### src/verilog/fme7_pkg.sv
// FME-7 widths, address decode constants, command numbers, mirroring codes and parameter union
`default_nettype none

package fme7_pkg;

	// bus widths
	localparam int CPU_ADDR_W    = 16;
	localparam int PPU_ADDR_W    = 14;
	localparam int OUT_ADDR_W    = 22;
	localparam int TAG_W         = 4;  // prefix that picks the memory type
	localparam int PRG_OFS_W     = 13; // 8 kB PRG windows
	localparam int CHR_OFS_W     = 10; // 1 kB CHR banks

	// bank registers
	localparam int CHR_BANK_W    = 8;
	localparam int PRG_BANK_W    = 5;
	localparam int NUM_CHR_BANKS = 8;
	localparam int NUM_PRG_WIN   = 4; // $6000, $8000, $A000, $C000

	// address prefixes in the mapped space
	localparam logic [TAG_W-1:0] WRAM_TAG = 4'b1111;
	localparam logic [TAG_W-1:0] CHR_TAG  = 4'b1000;

	// CPU decode, prg_ain[14:13] inside $8000-$FFFF
	localparam logic [1:0] REGION_CMD   = 2'b00; // $8000-$9FFF
	localparam logic [1:0] REGION_PARAM = 2'b01; // $A000-$BFFF

	// CPU decode, prg_ain[15:13]
	localparam logic [2:0] WIN_WRAM  = 3'b011; // $6000, lowest mapped window
	localparam logic [2:0] WIN_FIXED = 3'b111; // $E000, hardwired to last bank

	// command numbers, 0 to 7 pick CHR banks
	localparam logic [3:0] CMD_PRG_BASE = 4'd8;
	localparam logic [3:0] CMD_MIRROR   = 4'd12;
	localparam logic [3:0] CMD_IRQ_CTRL = 4'd13;
	localparam logic [3:0] CMD_IRQ_LO   = 4'd14;
	localparam logic [3:0] CMD_IRQ_HI   = 4'd15;

	// nametable arrangement, as written with command 12
	typedef enum logic [1:0] {
		MIR_VERT   = 2'b00,
		MIR_HORZ   = 2'b01,
		MIR_ONE_LO = 2'b10,
		MIR_ONE_HI = 2'b11
	} mirror_t;

	// command 8 layout
	typedef struct packed {
		logic                  ram_enable;
		logic                  ram_select; // 1 maps WRAM at $6000
		logic                  spare;
		logic [PRG_BANK_W-1:0] bank;
	} prg_param_s;

	// parameter byte, plain bank number or command 8 fields
	typedef union packed {
		logic [7:0] raw;
		prg_param_s fields;
	} prg_param_u;

endpackage

`default_nettype wire

### src/verilog/fme7_bank_if.sv
// FME-7 bank and mapping state interface, command registers to address mappers
`timescale 1ns/1ps
`default_nettype none

interface fme7_bank_if
	import fme7_pkg::*;
();

	logic [NUM_CHR_BANKS-1:0][CHR_BANK_W-1:0] chr_bank; // one per 1 kB of pattern space
	logic [NUM_PRG_WIN-1:0][PRG_BANK_W-1:0]   prg_bank; // $6000 window first
	logic                                     ram_enable;
	logic                                     ram_select;
	mirror_t                                  mirror;

	modport regs (
		output chr_bank, prg_bank, ram_enable, ram_select, mirror
	);

	modport prg (
		input prg_bank, ram_enable, ram_select
	);

	modport chr (
		input chr_bank, mirror
	);

endinterface

`default_nettype wire

### src/verilog/fme7_irq_if.sv
// FME-7 IRQ control interface, command registers to IRQ counter
`timescale 1ns/1ps
`default_nettype none

interface fme7_irq_if
	import fme7_pkg::*;
();

	logic count_en;  // counter decrements
	logic irq_en;    // irq may assert
	logic load_lo;   // one cycle strobes
	logic load_hi;
	logic [7:0] load_data;

	modport regs (
		output count_en, irq_en, load_lo, load_hi, load_data
	);

	modport counter (
		input count_en, irq_en, load_lo, load_hi, load_data
	);

endinterface

`default_nettype wire

### src/verilog/fme7_cmd_regs.sv
// FME-7 command and parameter registers, CPU write decode
`timescale 1ns/1ps
`default_nettype none

module fme7_cmd_regs
	import fme7_pkg::*;
(
	input  logic                  clk,
	input  logic                  arst_n,
	input  logic                  ce,
	input  logic [CPU_ADDR_W-1:0] prg_ain,
	input  logic                  prg_write,
	input  logic [7:0]            prg_din,
	fme7_bank_if.regs             banks,
	fme7_irq_if.regs              irq_ctl
);

	logic [3:0] cmd;       // latched command number
	logic       cpu_wr;    // accepted write in $8000-$FFFF
	logic       cmd_wr;
	logic       param_wr;
	prg_param_u param;

	assign cpu_wr   = ce && prg_write && prg_ain[15];
	assign cmd_wr   = cpu_wr && (prg_ain[14:13] == REGION_CMD);
	assign param_wr = cpu_wr && (prg_ain[14:13] == REGION_PARAM);
	assign param    = prg_din;

	// counter loads go straight to the counter in the same cycle
	assign irq_ctl.load_lo   = param_wr && (cmd == CMD_IRQ_LO);
	assign irq_ctl.load_hi   = param_wr && (cmd == CMD_IRQ_HI);
	assign irq_ctl.load_data = prg_din;

	always_ff @(posedge clk or negedge arst_n) begin
		if (!arst_n) begin
			cmd              <= '0;
			banks.chr_bank   <= '0;
			banks.prg_bank   <= '0;
			banks.ram_enable <= 1'b0;
			banks.ram_select <= 1'b0;
			banks.mirror     <= MIR_VERT;
			irq_ctl.count_en <= 1'b0;
			irq_ctl.irq_en   <= 1'b0;
		end else if (cmd_wr) begin
			cmd <= prg_din[3:0];
		end else if (param_wr) begin
			if (!cmd[3]) begin
				banks.chr_bank[cmd[2:0]] <= prg_din; // commands 0 to 7
			end else begin
				case (cmd)
					CMD_PRG_BASE: begin
						banks.prg_bank[0] <= param.fields.bank;
						banks.ram_enable  <= param.fields.ram_enable;
						banks.ram_select  <= param.fields.ram_select;
					end
					CMD_MIRROR: begin
						banks.mirror <= mirror_t'(prg_din[1:0]);
					end
					CMD_IRQ_CTRL: begin
						irq_ctl.count_en <= prg_din[7];
						irq_ctl.irq_en   <= prg_din[0]; // clear acknowledges a pending irq
					end
					CMD_IRQ_LO, CMD_IRQ_HI: begin
						// strobes only, nothing held here
					end
					default: begin
						banks.prg_bank[cmd[1:0]] <= param.raw[PRG_BANK_W-1:0]; // 9 to 11
					end
				endcase
			end
		end
	end

endmodule

`default_nettype wire

### src/verilog/fme7_prg_map.sv
// FME-7 CPU address to PRG ROM or WRAM address, with access permission
`timescale 1ns/1ps
`default_nettype none

module fme7_prg_map
	import fme7_pkg::*;
(
	input  logic [CPU_ADDR_W-1:0] prg_ain,
	input  logic                  prg_write,
	fme7_bank_if.prg              banks,
	output logic [OUT_ADDR_W-1:0] prg_aout,
	output logic                  prg_allow
);

	logic [2:0]            win;    // 8 kB window number
	logic [PRG_BANK_W-1:0] bank;
	logic                  mapped; // $6000 and up
	logic                  ram_cs;
	logic [TAG_W-1:0]      tag;

	assign win = prg_ain[15:13];

	always_comb begin
		case (win)
			WIN_WRAM: bank = banks.prg_bank[0];
			3'b100:   bank = banks.prg_bank[1];
			3'b101:   bank = banks.prg_bank[2];
			3'b110:   bank = banks.prg_bank[3];
			default:  bank = '1; // $E000 and unmapped space
		endcase
	end

	assign mapped = (win >= WIN_WRAM);
	assign ram_cs = (win == WIN_WRAM) && banks.ram_select;
	assign tag    = ram_cs ? WRAM_TAG : '0;

	assign prg_aout  = {tag, bank, prg_ain[PRG_OFS_W-1:0]};
	assign prg_allow = mapped && (ram_cs ? banks.ram_enable : !prg_write); // ROM is read only

endmodule

`default_nettype wire

### src/verilog/fme7_chr_map.sv
// FME-7 PPU address to CHR address, VRAM enable and nametable A10
`timescale 1ns/1ps
`default_nettype none

module fme7_chr_map
	import fme7_pkg::*;
(
	input  logic [PPU_ADDR_W-1:0] chr_ain,
	fme7_bank_if.chr              banks,
	output logic [OUT_ADDR_W-1:0] chr_aout,
	output logic                  vram_a10,
	output logic                  vram_ce
);

	logic [2:0]            slot; // 1 kB slot in pattern space
	logic [CHR_BANK_W-1:0] bank;

	assign slot = chr_ain[CHR_OFS_W +: 3];
	assign bank = banks.chr_bank[slot];

	assign chr_aout = {CHR_TAG, bank, chr_ain[CHR_OFS_W-1:0]};
	assign vram_ce  = chr_ain[13]; // nametables live in console VRAM

	always_comb begin
		case (banks.mirror)
			MIR_VERT: vram_a10 = chr_ain[10];
			MIR_HORZ: vram_a10 = chr_ain[11];
			default:  vram_a10 = banks.mirror[0]; // one-screen, lower or upper
		endcase
	end

endmodule

`default_nettype wire

### src/verilog/fme7_irq_counter.sv
// FME-7 16-bit CPU cycle down-counter and IRQ flag
`timescale 1ns/1ps
`default_nettype none

module fme7_irq_counter
	import fme7_pkg::*;
(
	input  logic        clk,
	input  logic        arst_n,
	input  logic        ce,
	fme7_irq_if.counter irq_ctl,
	output logic        irq
);

	logic [15:0] counter;
	logic [16:0] next_count; // bit 16 is the borrow
	logic        loading;
	logic        underflow;

	assign next_count = {1'b0, counter} - {16'd0, irq_ctl.count_en};
	assign loading    = irq_ctl.load_lo || irq_ctl.load_hi;
	assign underflow  = next_count[16] && !loading; // 0 to FFFF step

	always_ff @(posedge clk or negedge arst_n) begin
		if (!arst_n) begin
			counter <= '0;
			irq     <= 1'b0;
		end else if (ce) begin
			if (loading) begin
				// byte load wins over the decrement
				if (irq_ctl.load_lo) begin
					counter[7:0] <= irq_ctl.load_data;
				end
				if (irq_ctl.load_hi) begin
					counter[15:8] <= irq_ctl.load_data;
				end
			end else begin
				counter <= next_count[15:0];
			end

			if (!irq_ctl.irq_en) begin
				irq <= 1'b0; // acknowledge
			end else if (underflow) begin
				irq <= 1'b1;
			end
		end
	end

endmodule

`default_nettype wire

### src/verilog/fme7_top.sv
// FME-7 mapper top level, interface instances and submodule wiring
`timescale 1ns/1ps
`default_nettype none

module fme7_top (
	input  logic        clk,
	input  logic        arst_n,
	input  logic        ce,        // one CPU cycle
	input  logic [15:0] prg_ain,
	input  logic        prg_write,
	input  logic [7:0]  prg_din,
	input  logic [13:0] chr_ain,
	output logic [21:0] prg_aout,
	output logic        prg_allow,
	output logic [21:0] chr_aout,
	output logic        vram_a10,
	output logic        vram_ce,
	output logic        irq
);

	fme7_bank_if banks ();
	fme7_irq_if  irq_ctl ();

	fme7_cmd_regs u_cmd_regs (
		.clk       (clk),
		.arst_n    (arst_n),
		.ce        (ce),
		.prg_ain   (prg_ain),
		.prg_write (prg_write),
		.prg_din   (prg_din),
		.banks     (banks),
		.irq_ctl   (irq_ctl)
	);

	fme7_prg_map u_prg_map (
		.prg_ain   (prg_ain),
		.prg_write (prg_write),
		.banks     (banks),
		.prg_aout  (prg_aout),
		.prg_allow (prg_allow)
	);

	fme7_chr_map u_chr_map (
		.chr_ain  (chr_ain),
		.banks    (banks),
		.chr_aout (chr_aout),
		.vram_a10 (vram_a10),
		.vram_ce  (vram_ce)
	);

	fme7_irq_counter u_irq_counter (
		.clk     (clk),
		.arst_n  (arst_n),
		.ce      (ce),
		.irq_ctl (irq_ctl),
		.irq     (irq)
	);

endmodule

`default_nettype wire

### config.mk
export PLATFORM = sky130hd
export DESIGN_NAME = fme7_top
export DESIGN_NICKNAME = d
export VERILOG_FILES = /design/src/verilog/fme7_pkg.sv /design/src/verilog/fme7_bank_if.sv /design/src/verilog/fme7_irq_if.sv /design/src/verilog/fme7_cmd_regs.sv /design/src/verilog/fme7_prg_map.sv /design/src/verilog/fme7_chr_map.sv /design/src/verilog/fme7_irq_counter.sv /design/src/verilog/fme7_top.sv
export SDC_FILE = /design/constraint.sdc
export NUM_CORES = 1
export LEC_CHECK = 0
export BUFFER_PORTS_ARGS = -buffer_cell sky130_fd_sc_hd__buf_2
export CAP_MARGIN = 20
export CORE_AREA = 2 2 117 119
export DETAILED_ROUTE_END_ITERATION = 10
export DIE_AREA = 0 0 119 121
export HOLD_SLACK_MARGIN = 0.15
export PLACE_DENSITY = 0.67
export SYNTH_ARGS = -nofsm -noshare
export SYNTH_HDL_FRONTEND = slang
export SYNTH_SLANG_ARGS = --single-unit
### constraint.sdc
create_clock -name clk -period 4.6 [get_ports clk]
set_input_delay 1.15 -clock clk [delete_from_list [all_inputs] [get_ports clk]]
set_output_delay 1.15 -clock clk [all_outputs]
set_load 0.02 [all_outputs]
==> results by group, run 1 <==
Timing
  • Period utilization: 82.4%
  • Fmax: 264 MHz
  • Least-Margin Pin Slew: 0.851 ns
  • Worst relative slew slack: 42.9%
  • Final Max Tran Viols: 0
  • Final Hold Fails: 0
  • Final TNS setup: 0 ns
  • RSZ-0062 raised after global routing: no
  • Minimum clock period: 3.79 ns
  • Clock Skew: 0.00665 ns
  • Setup-failing EPs final: 0

Floorplanning
  • Num rows: 42
  • IO Count: 90
  • Core Region: 13100 um2
  • DIE WIDTH: 119 um
  • Initial Utilization: 44.5%
  • Die span in y: 121 um
  • Die area: 14400 um2

Finish
  • Nets@finish: 493
  • Synthesis-to-layout area growth: 5.82%
  • Share of layout cells above drive strength 1: 40.7%
  • Final instance area: 6170 um2
  • # diodes: 0

Clocking
  • Clk_lat worst skew: 0.36 ns
  • H-tree levels: 3
  • Max clock buf depth: 2
  • Root Buffer Master: clkbuf_16
  • Cts bufs inserted: 9
  • Post-CTS Hold Fix Bufs: 0
  • TritonCTS clock tree: yes
  • PostCTS Resize Cnt: 0
  • Setup bufs post-CTS: 0
  • CTS Sinks: 111
  • Clock transition at path regs: 0.07 ns

Logic synthesis
  • XOR/XNOR Fraction of Synth Area: 0%
  • Synth area leader: dfrtp_1
  • Ys async rst share: 100%
  • YS warnings: 0
  • Top_reg_cell synth: dfrtp_1
  • Adder-cell share of the synthesized area: 0.429%
  • Top post-synthesis cells by area: dfrtp_1 48%, mux2_2 18%, mux4_2 6.2%, buf_4 4.1%, mux2_4 2.6%
  • Synth cell types: 48
  • Count leader, synth: dfrtp_1
  • Syn avg cell area: 12.8 um2
  • Synth Area in Compound Gates: 7.45%
  • Syn Inst Count: 456
  • Synth Cell Area: 5830 um2
  • Synthesis-stage register bit count: 111
  • Share of the synthesized area in the top cell type: 47.7%
  • Multiplexer share of the synthesized area: 27.9%
  • Number of synthesized flops with an enable pin: 0
  • Post-synthesis simple-gate area fraction: 9.47%
  • Sequential area share after synthesis: 47.7%
  • Synth top cells by count: 111 x dfrtp_1, 92 x mux2_2, 32 x buf_4
  • Largest family of logic cells by synthesized area: multiplexers

Power and ir drop
  • IR drop worst, VDD: 0.000304 V
  • PD cells: 358 nW/um2
  • LEAKAGE: 2.84 nW

Global routing
  • Largest net degree at the start of global routing: 44
  • First-pass GRT wire length: 20.5 mm
  • GRT Total Usage: 18.6%
  • Vias in the first global route: 3732
  • Total gr overflow: 0
  • Initial antenna violation count: 0

Worst setup path
  • Data required time at the worst endpoint: 3.45 ns
  • Critical path's most frequent cell: buf_2
  • Worst path slowest cell: mux4_2
  • Crit start category: input pin
  • WP buf/inv: 2
  • Setup crit end kind: primary output
  • Cell family with most CP delay: multiplexers
  • Crit-path cells: buf_2 > mux4_2 > mux2_2 > buf_2
  • Setup CP Type: in2out
  • Worst path max stage delay: 0.57 ns
  • CP arrival: 2.64 ns
  • Crit path max fanout: 17

Route
  • DR vias: 3720
  • Via density: 5.90
  • Final ANT Viol Nets: 0
  • DR pass1 iterations: 4
  • WL final: 12.8 mm
  • 1st-iter DRT viols: 232
  • DRC violations left: 0
  • DR WL/cell: 20.4 um

Placed design
  • GPL Wtd Cong: 0.865
  • DP HPWL: 8.55 mm
  • Port buffer count: 37
  • Placed Area: 5880 um2

Status
  • Run status: complete, no violations

Hold path
  • Hold/Removal Path Class: reg2reg

Run
  • Maxcap violations: 0
==> report_power, final <==
group	switching (mW)	internal, mW
sequential	0.0816	1.07
clock	0.375	0.374
combinational	0.160	0.151
total	0.616	1.59
==> worst paths after layout <==
kind | endpoint | slack (ns) | from | cells past startpoint
min reg2reg | u_cmd_regs.banks.chr_bank[26] | 0.50 | u_cmd_regs.banks.chr_bank[26] | 1
max | chr_aout[15] | 0.81 | chr_ain[10] | 4
min | u_cmd_regs.banks.chr_bank[26] | 0.50 | u_cmd_regs.banks.chr_bank[26] | 1
max reg2reg | u_irq_counter.counter[8] | 2.16 | u_cmd_regs.cmd[1] | 4
max in group asynchronous | u_cmd_regs.banks.prg_bank[13] | 2.95 | arst_n | 2
min in group asynchronous | u_cmd_regs.banks.chr_bank[63] | 0.79 | arst_n | 1
==> layout make-up <==
type                    instances  area [um2]
clock inverters                 7        57.6
clock buffers                   9         225
fillers                      1159        6920
multi-input cells             280        2650
inverters                       7        26.3
well taps                     176         220
flip-flops and latches        111        2780
repair buffers                 40         208
==> cell usage in the layout (no fill, tap or decap), types with 5 or more instances in the layout <==
cell,instances
a21oi_1,10
a22oi_1,8
a2bb2oi_1,6
buf_2,36
clkbuf_16,9
dfrtp_1,111
inv_1,7
mux2_2,92
mux2_4,10
mux2i_1,8
mux4_2,16
nand2_1,12
nand2b_1,5
nand3_1,6
nand4_1,6
nor2_1,12
nor3_1,5
o21ai_0,11
o22ai_1,17
or3_1,6
==> registers in the layout, indices dropped and copies added (netlist names) <==
register                     flops
u_cmd_regs.cmd                   4
u_cmd_regs.irq_ctl.count_en      1
u_cmd_regs.banks.ram_select      1
u_cmd_regs.banks.prg_bank       20
u_cmd_regs.banks.mirror          2
u_irq_counter.irq                1
u_irq_counter.counter           16
u_cmd_regs.banks.ram_enable      1
u_cmd_regs.banks.chr_bank       64
u_cmd_regs.irq_ctl.irq_en        1
==> per-stage QoR <==
stage          hold WS [ns]  worst slack, ns  util [%]  power [mW]  cells
3_3_place_gp          0.483            0.807      44.9        1.47    613
3_5_place_dp          0.488            0.783      44.9        1.48    613
5_1_grt               0.516            0.717      47.1        2.31    630
6_report              0.505            0.811      47.1        2.21    630
2_1_floorplan         0.466            0.923         -        1.41    458
4_1_cts               0.505            0.780      47.1        2.24    629
==> metal layers <==
metal	up-vias	global-route usage (%)	wire length, um
li1	1664	-	-
met1	1916	24.3	5710
met2	112	30.1	6030
met3	28	4.42	748
met4	0	7.59	344
met5	-	0	0
==> worst reg2reg max path, stage by stage, from the launching register on <==
cell,delay (ns)
dfrtp_1,0.70
nand4_1,0.58
o31ai_1,0.77
a21oi_1,0.11
a2bb2oi_1,0.16
==> cell families (layout without fill, tap and decap cells) <==
kind of cell    count (synthesis)  count (layout)
fa+ha+maj                       2               2
simple gates                   83              83
other cells                     2               4
compound gates                 65              65
flops                         111             111
mux                           126             126
buf+inv                        67              63
Power figures use the tool's default switching activity.
==> run 2, diff against run 1 <==
- clock period: 4.6 -> 3.5 ns (I/O delays scaled with it)
==> results by group, run 2 (synthesized netlist as in run 1, its figures left out) <==
Placed design
  • DP HPWL: 8.83 mm
  • GPL Wtd Cong: 0.879
  • Dpl cells: 619
  • Port buffer count: 37

Route
  • Final ANT Viol Nets: 0
  • DRC violations left: 0
  • Via density: 5.95
  • WL final: 13.1 mm
  • DR vias: 3778
  • 1st-iter DRT viols: 186
  • DR pass1 iterations: 4
  • DR WL/cell: 20.7 um

Clocking
  • Max clock buf depth: 2
  • PostCTS Resize Cnt: 0
  • TritonCTS clock tree: yes
  • H-tree levels: 3
  • CTS Sinks: 111
  • Cts bufs inserted: 9
  • Root Buffer Master: clkbuf_16
  • Setup bufs post-CTS: 0
  • Clock transition at path regs: 0.08 ns
  • Post-CTS Hold Fix Bufs: 0
  • Clk_lat worst skew: 0.37 ns

Finish
  • Finished Layout Cells: 635
  • Share of layout cells above drive strength 1: 41.4%
  • Reg area: 2780 um2
  • Number of fill cells: 1165
  • Largest register by flop count: u_cmd_regs.banks.chr_bank
  • Biggest regs: u_cmd_regs.banks.chr_bank (64), u_cmd_regs.banks.prg_bank (20), u_irq_counter.counter (16)
  • # diodes: 0
  • Multi-input gate area: 2650 um2
  • Final core utilization: 47.7%
  • Most frequent cells in the layout: 111 x dfrtp_1, 92 x mux2_2, 36 x buf_2, 17 x o22ai_1, 16 x mux4_2
  • Nets@finish: 498
  • Commonest non-fill, non-tap cell in the layout: dfrtp_1
  • Synthesis-to-layout area growth: 7.19%
  • Largest register FFs: 64

Floorplanning
  • Die area: 14400 um2
  • Die span in y: 121 um
  • Initial Utilization: 44.5%
  • DIE WIDTH: 119 um
  • Core Region: 13100 um2
  • Num rows: 42
  • IO Count: 90

Timing
  • Minimum clock period: 3.16 ns
  • Final TNS setup: 0 ns
  • Worst relative slew slack: 25.8%
  • Least-Margin Pin Slew: 1.10 ns
  • Final Hold Fails: 0
  • Fmax: 317 MHz
  • Clock Skew: 0.00647 ns
  • Period utilization: 90.2%
  • RSZ-0062 raised after global routing: no
  • Setup-failing EPs final: 0
  • Final Max Tran Viols: 0

Global routing
  • Met1 GRT Util: 26.1%
  • Initial antenna violation count: 0
  • First-pass GRT wire length: 21.2 mm
  • Routing usage on met2: 30.5%
  • Most Crowded Layer GR: met2
  • Largest net degree at the start of global routing: 48
  • GRT Total Usage: 19.3%
  • Met3 Resource Use GR: 5.17%
  • Vias in the first global route: 3712
  • Total gr overflow: 0

Worst setup path
  • Data required time at the worst endpoint: 2.62 ns
  • Setup crit end kind: primary output
  • WP buf/inv: 3
  • Worst path max stage delay: 0.50 ns
  • Crit start category: input pin
  • Worst path slowest cell: mux4_2
  • Register-to-Register Path Depth: 4
  • Register-to-register setup slack: 1.01 ns
  • Cell family with most CP delay: multiplexers
  • Crit-path cells: buf_2 > buf_12 > mux4_2 > mux2_2 > buf_2
  • RR Startpoint: u_cmd_regs.cmd[1]
  • Critical path's most frequent cell: buf_2
  • Crit path max fanout: 11
  • CP arrival: 2.28 ns
  • Setup CP Type: in2out
  • Reg2Reg Capture Point: u_irq_counter.counter[3]

Power and ir drop
  • LEAKAGE: 2.89 nW
  • IR drop worst, VDD: 0.000354 V
  • Total Power: 2.96 mW
  • PD cells: 475 nW/um2

Hold path
  • Min-Delay Endpoint: u_cmd_regs.banks.chr_bank[52]
  • Hold/Removal Path Class: reg2reg
  • Hold path start: u_cmd_regs.banks.chr_bank[52]
  • Worst hold stages: 1

Status
  • Run status: complete, no violations

Run
  • Maxcap violations: 0
-- run 2: changes by cell type in the layout (fill, tap and decap cells not counted), sizes merged --
cell	change
buf	+6
clkinvlp	-2
inv	+2
clkbuf	-1
-- run 2: metal layers --
layer / vias to the layer above / wire (um)
li1: 1666 / -
met1: 1951 / 5900
met2: 138 / 6290
met3: 23 / 729
met4: 0 / 217
met5: - / 0
-- run 2: how the worst max path moves through the flow --
| stage | startpoint | end | depth (start not counted) |
|---|---|---|---|
| final | chr_ain[10] | chr_aout[15] | 5 |
| after global routing | chr_ain[10] | chr_aout[15] | 5 |
| after CTS | chr_ain[10] | chr_aout[15] | 5 |
| after detailed placement | chr_ain[10] | chr_aout[15] | 5 |
| after global placement | chr_ain[10] | chr_aout[15] | 5 |
| after floorplan | chr_ain[10] | chr_aout[10] | 4 |
-- run 2: through the flow --
stage / instance area, um2 / hold slack (ns) / worst slack, ns
3_5_place_dp: 5950 / 0.488 / 0.326
6_report: 6250 / 0.504 / 0.342
2_1_floorplan: 5840 / 0.466 / 0.373
4_1_cts: 6250 / 0.506 / 0.324
3_3_place_gp: 5950 / 0.483 / 0.340
5_1_grt: 6250 / 0.516 / 0.266
-- run 2: where the power goes --
group,switching [mW],internal [mW]
Clock,0.529,0.508
Combinational,0.209,0.206
Sequential,0.109,1.40
-- run 2: layout make-up --
cell class | count | share of cell area (%)
tap | 176 | 3.52
inverter | 7 | 0.421
timing repair buffer | 45 | 4.37
clock inverter | 7 | 1.16
multi-input combinational | 280 | 42.5
clock buffer | 9 | 3.61
sequential | 111 | 44.5
